$ cat src/include/msg_fifo_consts.svh
`ifndef MSG_FIFO_CONSTS_SVH
`define MSG_FIFO_CONSTS_SVH

// 512 words of frame memory
`define MSG_FIFO_DEPTH_LOG2 9

// payload bytes after the length slot, per fragment
`define MSG_FIFO_FRAG_PAYLOAD 252

// header bytes up to and including the length slot
`define MSG_FIFO_HDR_BYTES 3

`endif

$ cat src/logic/msg_fifo_pkg.sv
`default_nettype none

`include "msg_fifo_consts.svh"

package msg_fifo_pkg;

	// input beat, fill_len only looked at on the first beat of a frame
	typedef struct packed {
		logic [7:0] data;
		logic       last;
		logic       fill_len;
	} in_beat_t;

	// eof set marks the word after a frame or fragment
	typedef struct packed {
		logic       eof;
		logic [7:0] data;
	} fifo_word_t;

	typedef struct packed {
		logic                            en;
		logic [`MSG_FIFO_DEPTH_LOG2-1:0] addr;
		fifo_word_t                      word;
	} ram_wr_t;

endpackage

`default_nettype wire

$ cat src/logic/frame_ram.sv
`timescale 1ns/1ps
`default_nettype none

`include "msg_fifo_consts.svh"

module frame_ram (
	input  wire logic                            clk,
	input  wire msg_fifo_pkg::ram_wr_t           wr,
	input  wire logic [`MSG_FIFO_DEPTH_LOG2-1:0] rd_addr,
	output msg_fifo_pkg::fifo_word_t             rd_word
);
	import msg_fifo_pkg::*;

	localparam int WORDS = 1 << `MSG_FIFO_DEPTH_LOG2;

	fifo_word_t mem [0:WORDS-1];

	always_ff @(posedge clk) begin
		if (wr.en) begin
			mem[wr.addr] <= wr.word;
		end
	end

	// reader sees the word at its tail in the same cycle
	assign rd_word = mem[rd_addr];

endmodule

`default_nettype wire

$ cat src/logic/frame_writer.sv
`timescale 1ns/1ps
`default_nettype none

`include "msg_fifo_consts.svh"

module frame_writer (
	input  wire logic                            clk,
	input  wire logic                            rst,
	input  wire logic                            in_valid,
	output logic                                 in_ready,
	input  wire msg_fifo_pkg::in_beat_t          in_beat,
	input  wire logic [`MSG_FIFO_DEPTH_LOG2-1:0] tail,
	output msg_fifo_pkg::ram_wr_t                wr,
	output logic [`MSG_FIFO_DEPTH_LOG2-1:0]      head,
	output logic                                 frame_done,
	output logic                                 overflow
);
	localparam int AW = `MSG_FIFO_DEPTH_LOG2;
	localparam logic [8:0] HDR_BYTES = `MSG_FIFO_HDR_BYTES;
	// words in a full fragment, the next beat starts a new one
	localparam logic [8:0] SPLIT_CNT = `MSG_FIFO_HDR_BYTES + `MSG_FIFO_FRAG_PAYLOAD;

	typedef enum logic [3:0] {
		S_IDLE,
		S_REC,
		S_DROP,
		S_EOF,
		S_LEN,
		S_FMARK,
		S_FLEN,
		S_FHDR0,
		S_FHDR1,
		S_FSAVE
	} state_t;

	state_t state, state_nxt;

	logic [AW-1:0] head_work;
	logic [AW-1:0] start;
	logic [8:0]    byte_cnt;
	logic [8:0]    len_full;
	logic [7:0]    hdr0;
	logic [7:0]    hdr1;
	logic [7:0]    save_byte;
	logic          save_last;
	logic          fill;

	logic          accept;
	logic          full1;
	logic          full2;
	logic [1:0]    adv;
	logic [1:0]    cnt_add;
	logic          commit;
	logic          drop;
	logic          split;

	assign accept = in_valid && in_ready;
	assign full1 = (head_work + 1'b1) == tail;
	// two words needed when the new length slot is skipped
	assign full2 = full1 || ((head_work + 2'd2) == tail);
	assign len_full = byte_cnt - HDR_BYTES;

	always_comb begin
		state_nxt = state;
		wr = '0;
		wr.addr = head_work;
		wr.word.data = in_beat.data;
		adv = 2'd0;
		cnt_add = 2'd0;
		commit = 1'b0;
		drop = 1'b0;
		split = 1'b0;
		frame_done = 1'b0;

		case (state)
			S_IDLE, S_REC: begin
				if (accept) begin
					if (state == S_REC && fill && byte_cnt == SPLIT_CNT) begin
						split = 1'b1;
						state_nxt = S_FMARK;
					end else if (full1) begin
						drop = 1'b1;
						state_nxt = in_beat.last ? S_IDLE : S_DROP;
					end else begin
						wr.en = 1'b1;
						adv = 2'd1;
						cnt_add = 2'd1;
						state_nxt = in_beat.last ? S_EOF : S_REC;
					end
				end
			end
			S_DROP: begin
				if (accept && in_beat.last) begin
					state_nxt = S_IDLE;
				end
			end
			S_EOF: begin
				wr.word = '{eof: 1'b1, data: 8'h00};
				if (full1) begin
					drop = 1'b1;
					state_nxt = S_IDLE;
				end else begin
					wr.en = 1'b1;
					adv = 2'd1;
					if (fill && byte_cnt >= HDR_BYTES) begin
						state_nxt = S_LEN;
					end else begin
						commit = 1'b1;
						frame_done = 1'b1;
						state_nxt = S_IDLE;
					end
				end
			end
			S_LEN, S_FLEN: begin
				wr.en = 1'b1;
				wr.addr = start + 2'd2;
				wr.word.data = len_full[7:0];
				commit = 1'b1;
				frame_done = 1'b1;
				state_nxt = (state == S_LEN) ? S_IDLE : S_FHDR0;
			end
			S_FMARK: begin
				wr.word = '{eof: 1'b1, data: 8'h00};
				if (full1) begin
					drop = 1'b1;
					state_nxt = save_last ? S_IDLE : S_DROP;
				end else begin
					wr.en = 1'b1;
					adv = 2'd1;
					state_nxt = S_FLEN;
				end
			end
			S_FHDR0: begin
				wr.word.data = hdr0;
				if (full1) begin
					drop = 1'b1;
					state_nxt = save_last ? S_IDLE : S_DROP;
				end else begin
					wr.en = 1'b1;
					adv = 2'd1;
					cnt_add = 2'd1;
					state_nxt = S_FHDR1;
				end
			end
			S_FHDR1: begin
				wr.word.data = hdr1;
				if (full2) begin
					drop = 1'b1;
					state_nxt = save_last ? S_IDLE : S_DROP;
				end else begin
					// step over the length slot of the new fragment
					wr.en = 1'b1;
					adv = 2'd2;
					cnt_add = 2'd2;
					state_nxt = S_FSAVE;
				end
			end
			S_FSAVE: begin
				wr.word.data = save_byte;
				if (full1) begin
					drop = 1'b1;
					state_nxt = save_last ? S_IDLE : S_DROP;
				end else begin
					wr.en = 1'b1;
					adv = 2'd1;
					cnt_add = 2'd1;
					state_nxt = save_last ? S_EOF : S_REC;
				end
			end
			default: state_nxt = S_IDLE;
		endcase
	end

	always_ff @(posedge clk) begin
		if (rst) begin
			state <= S_IDLE;
			in_ready <= 1'b0;
			overflow <= 1'b0;
			head <= '0;
			head_work <= '0;
			byte_cnt <= '0;
			fill <= 1'b0;
		end else begin
			state <= state_nxt;
			in_ready <= (state_nxt == S_IDLE) || (state_nxt == S_REC) || (state_nxt == S_DROP);
			overflow <= drop;
			if (drop) begin
				// back to the last closed fragment
				head_work <= head;
				byte_cnt <= '0;
			end else begin
				head_work <= head_work + adv;
				byte_cnt <= commit ? 9'd0 : byte_cnt + cnt_add;
			end
			if (commit) begin
				head <= head_work + adv;
			end
			if (state == S_IDLE && accept) begin
				fill <= in_beat.fill_len;
			end
		end
	end

	always_ff @(posedge clk) begin
		if (state == S_IDLE || state == S_FLEN) begin
			start <= head_work;
		end
		// keep the first two header bytes for later fragments
		if (wr.en && (state == S_IDLE || state == S_REC)) begin
			if (byte_cnt == 9'd0) begin
				hdr0 <= in_beat.data;
			end
			if (byte_cnt == 9'd1) begin
				hdr1 <= in_beat.data;
			end
		end
		if (split) begin
			save_byte <= in_beat.data;
			save_last <= in_beat.last;
		end
	end

endmodule

`default_nettype wire

$ cat src/logic/frame_reader.sv
`timescale 1ns/1ps
`default_nettype none

`include "msg_fifo_consts.svh"

module frame_reader (
	input  wire logic                            clk,
	input  wire logic                            rst,
	input  wire msg_fifo_pkg::fifo_word_t        rd_word,
	output logic [`MSG_FIFO_DEPTH_LOG2-1:0]      tail,
	input  wire logic                            frame_done,
	output logic                                 out_valid,
	input  wire logic                            out_ready,
	output logic [7:0]                           out_data
);
	localparam int AW = `MSG_FIFO_DEPTH_LOG2;

	logic [AW-1:0] frame_cnt;
	logic          have_frame;
	logic          skip;
	logic          take;

	// nothing leaves until a whole frame is in memory
	assign have_frame = frame_cnt != '0;

	// marker words are dropped here, never shown
	assign skip = have_frame && rd_word.eof;

	assign out_valid = have_frame && !rd_word.eof;
	assign out_data = rd_word.data;
	assign take = out_valid && out_ready;

	always_ff @(posedge clk) begin
		if (rst) begin
			tail <= '0;
			frame_cnt <= '0;
		end else begin
			if (take || skip) begin
				tail <= tail + 1'b1;
			end
			case ({frame_done, skip})
				2'b10: frame_cnt <= frame_cnt + 1'b1;
				2'b01: frame_cnt <= frame_cnt - 1'b1;
				default: frame_cnt <= frame_cnt;
			endcase
		end
	end

endmodule

`default_nettype wire

$ cat src/logic/message_fifo.sv
`timescale 1ns/1ps
`default_nettype none

`include "msg_fifo_consts.svh"

module message_fifo (
	input  wire logic                   clk,
	input  wire logic                   rst,
	input  wire logic                   in_valid,
	output logic                        in_ready,
	input  wire msg_fifo_pkg::in_beat_t in_beat,
	output logic                        overflow,
	output logic                        out_valid,
	input  wire logic                   out_ready,
	output logic [7:0]                  out_data
);
	import msg_fifo_pkg::*;

	ram_wr_t                         wr;
	fifo_word_t                      rd_word;
	logic [`MSG_FIFO_DEPTH_LOG2-1:0] head;
	logic [`MSG_FIFO_DEPTH_LOG2-1:0] tail;
	logic                            frame_done;

	frame_writer u_writer (
		.clk        (clk),
		.rst        (rst),
		.in_valid   (in_valid),
		.in_ready   (in_ready),
		.in_beat    (in_beat),
		.tail       (tail),
		.wr         (wr),
		.head       (head),
		.frame_done (frame_done),
		.overflow   (overflow)
	);

	frame_ram u_ram (
		.clk     (clk),
		.wr      (wr),
		.rd_addr (tail),
		.rd_word (rd_word)
	);

	frame_reader u_reader (
		.clk        (clk),
		.rst        (rst),
		.rd_word    (rd_word),
		.tail       (tail),
		.frame_done (frame_done),
		.out_valid  (out_valid),
		.out_ready  (out_ready),
		.out_data   (out_data)
	);

endmodule

`default_nettype wire

$ cat config.mk
export PLATFORM = sky130hd
export DESIGN_NAME = message_fifo
export DESIGN_NICKNAME = d
export VERILOG_FILES = /design/src/logic/msg_fifo_pkg.sv /design/src/logic/frame_ram.sv /design/src/logic/frame_writer.sv /design/src/logic/frame_reader.sv /design/src/logic/message_fifo.sv
export VERILOG_INCLUDE_DIRS = /design/src /design/src/include
export SDC_FILE = /design/constraint.sdc
export NUM_CORES = 2
export LEC_CHECK = 0
export BUFFER_PORTS_ARGS = -buffer_cell sky130_fd_sc_hd__buf_2
export CAP_MARGIN = 15
export CORE_MARGIN = 2
export CORE_UTILIZATION = 45
export CTS_CLUSTER_DIAMETER = 120
export CTS_CLUSTER_SIZE = 30
export DETAILED_ROUTE_END_ITERATION = 8
export SLEW_MARGIN = 20
export SYNTH_ARGS = -nofsm -noshare
export SYNTH_HDL_FRONTEND = slang
export SYNTH_MEMORY_MAX_BITS = 65536
export SYNTH_SLANG_ARGS = --single-unit
$ cat constraint.sdc
create_clock -name clk -period 55.7 [get_ports clk]
set_input_delay 2.785 -clock clk [delete_from_list [all_inputs] [get_ports clk]]
set_output_delay 2.785 -clock clk [all_outputs]
set_load 0.02 [all_outputs]
==> results.txt <==
The run finished with clean final reports. The setup path with the least slack is of type flip-flop to output port. 25 I/O pins were placed.

After detailed routing, the average wire length per cell comes to 34.0 um. The worst setup path is captured at an output port. Input and output buffers added on the ports amount to 24. The total area inside the core boundary comes to 403000 um2. For this run, the post-layout net count is 7930.

The library cell used most frequently in the layout, excluding fill and tap cells, is edfxtp_1. After synthesis, the netlist uses 70 different library cells. The run gives 13.3k as the post-layout instance count excluding filler cells. The number of setup buffers added after CTS was 0.

For the worst-skew pair, the clock arrives at the later sink with an insertion delay of 970 ps. In the layout the commonest cells are edfxtp_1, mux4_2, nor2_1, buf_4, clkbuf_16. Using the TritonRoute via totals, the vias-per-cell ratio works out to 6.18. Number of cell rows: 233.

The count of flip-flops with a built-in enable after synthesis was 4642. The HPWL after detailed placement is 274 mm. In this run the tightest slew margin relative to its limit is 18.1%. The run gives 180 as the total CTS buffers.

Gates resized during post-CTS repair numbered 0. The final critical-path share of the clock period is 20.3%, and the total negative slack for setup checks is 0 ps. The clock arrives with 72.2 ps of skew. The simple-gate share of the synthesized area was 1.97%. The starting DRC count in detailed routing was 10.7k; the number of instances in the synthesized netlist was 7939. The tools report the launching element type of the critical path as a flip-flop. For this design the ratio of total power to cell area is 33.1 nW/um2. Count of final hold-check violations: 0.

The number of sinks handled by clock tree synthesis is 4703. Maximum level of the CTS H-tree: 4. Among all flip-flop cells after synthesis, the most frequent one is edfxtp_1. The post-route minimum period was 11300 ps. edfxtp_1 takes more of the synthesized area than any other cell. Data on the critical path is required at its endpoint by 52920 ps. In the final layout, the share of cells above drive strength 1 is 25.4%. Synthesis inferred 4703 register bits. Yosys attributes the largest share of cell area to edfxtp_1, mux4_2, nor2_1. The parity-gate share of the synthesized area counting xor and xnor cells is 0.225%. The clock transition at the registers of the reported paths is 110 ps, and the detailed-router iteration count before antenna repair is 6. For the worst setup path, the data arrival time is 8520 ps. Setup violations remaining at the end of the flow were counted as 0. The first global-routing pass estimated 638 mm of wire. In this run the biggest area consumer among cell types represents 76.3% of the synthesized area. The peak ir drop on the vdd network was 0.0295 mV.

The Yosys step of the flow raised 0 warnings. The die covers 411000 um2. The tools report the largest net degree at the start of global routing as 217. The area of all placed cells without fillers was 195000 um2. The worst hold-check path type is flip-flop to flip-flop.

Summed over all layers, the global routing overflow is 0. The initial core utilization was 45.3%; the x dimension of the die was 641 um. The total count of max-transition violations in the final report is 0, and the number of buffers on the longest clock path is 4.

Setup repair after global routing left no endpoint under its margin. Summing the areas of all compound-gate instances in the mapped netlist gives 0.784% of the synthesized area. The post-synthesis average cell area is 23.0 um2, and the via count of the first global-routing pass is 82.2k.

The cell sitting at the root of the clock tree is a clkbuf_16. Sequential cells were found to cover 77.0% of the synthesized design area. The maximum clock frequency was 88.5 MHz; the final weighted congestion in routability-driven placement was 0.813. TritonCTS built the clock tree. The total global-route track usage was 21.8%.

Initial antenna violation count: 25. In this run the worst path has a maximum fanout of 97. Area share of fa/ha/maj cells after synthesis: 0.177%. For the total nets after synthesis, the log shows 7977.

The tool flagged a number of max-cap violations equal to 0. For this block, the routed nets add up to 453 mm of wire. The synthesis-to-finish area growth works out to 6.61%. Of all flip-flops after synthesis, the portion carrying an async set or reset was 0%.

After synthesis, the largest family of logic cells by area is multiplexers. Cell total after placement: 13.1k. For the count of unresolved DRC violations after routing, the log shows 0. For the count of nets left with antenna violations after detail routing, the log shows 0. The analysis attributes to cell leakage a power of 55.5 nW. For this design, the CTS-stage hold fixing added 0 buffers. The transition time at the pin with the least slew margin works out to 1230 ps. The die is 641 um tall.

The design draws 6.44 mW. The post-detailed-placement cell area came out at 190000 um2. Across all layers, the routed design uses 82.5k vias. In this run the cell area of the synthesized design comes to 183000 um2. After synthesis, the share of cell area in mux cells is 18.6%.
## Yosys cell counts, types with 24 or more instances
library cell  instances
nand2_1             102
buf_1                43
inv_1                28
nand3_1              50
xnor2_1              28
mux4_2             1436
o21ai_0              24
mux2i_1             131
buf_2               156
a22oi_1              38
edfxtp_1           4642
a21oi_1              53
dfxtp_1              61
clkbuf_1            238
nor2_1              611
## flip-flops by register name, indices dropped and copies added, names as in the netlist, named ones only
name / cells
u_ram.mem: 4608
u_reader.frame_cnt: 9
u_reader.tail: 9
u_writer.byte_cnt: 9
u_writer.fill: 1
u_writer.hdr0: 8
u_writer.hdr1: 8
u_writer.head: 9
u_writer.head_work: 9
u_writer.in_ready: 1
u_writer.overflow: 1
u_writer.save_byte: 8
u_writer.save_last: 1
u_writer.start: 9
u_writer.state: 4
## worst max-delay path, cell delays in order, from the launching register on
cell and delay (ps):
dfxtp_4 950, buf_12 680, buf_4 700, buf_4 750
buf_4 770, buf_4 780, mux4_2 580, mux4_2 520
mux4_2 530, mux4_2 540, mux2_2 290, buf_2 220
## area by class of cell
cell class | count | area [um2]
Clock inverter | 12 | 230
Antenna cell | 10 | 25.0
Clock buffer | 195 | 4600
Multi-Input combinational cell | 2743 | 40400
Sequential cell | 4703 | 141000
Timing Repair Buffer | 233 | 1930
Fill cell | 32300 | 209000
Tap cell | 5405 | 6760
Inverter | 31 | 116
## cell families after synthesis
group | after synthesis
simple gates | 871
xor+xnor | 47
buf+inv | 493
mux | 1592
flops | 4703
compound gates | 209
fa+ha+maj | 24
## report_power, final
part	leakage, nW	switching [mW]	internal (mW)
logic	10.5	0.470	0.379
registers	42.6	0.0143	3.93
clock network	2.36	1.04	0.611
## through the flow
step	util (%)	hold slack, ps	setup WS [ps]
3_5_place_dp	47.0	481	45040
4_1_cts	48.2	507	44020
6_report	48.3	499	44400
3_3_place_gp	47.0	470	44970
5_1_grt	48.3	541	43680
2_1_floorplan	-	406	37260
## path summary, 6_finish.rpt
path                            startpoint                            endpoint  depth (start not counted)  slack [ps]
max reg2reg                      flip-flop  u_reader.frame_cnt[8]$_SDFFE_PP0P_                         25       45810
min          u_writer.head[7]$_SDFFE_PP0P_    u_writer.head_work[7]$_SDFF_PP0_                          2         500
min reg2reg  u_writer.head[7]$_SDFFE_PP0P_    u_writer.head_work[7]$_SDFF_PP0_                          2         500
max                              flip-flop                         out_data[7]                         11       44400
## per-layer routing
metal | share of wire [%] | up-vias | GRT usage [%]
met4 | 2.8 | 8 | 5.55
met1 | 42 | 45400 | 32.0
met2 | 48 | 3393 | 34.9
li1 | - | 33200 | -
met3 | 7.4 | 488 | 3.14
met5 | 0.012 | - | 0
Note: power is estimated with default switching activity, not from simulation.
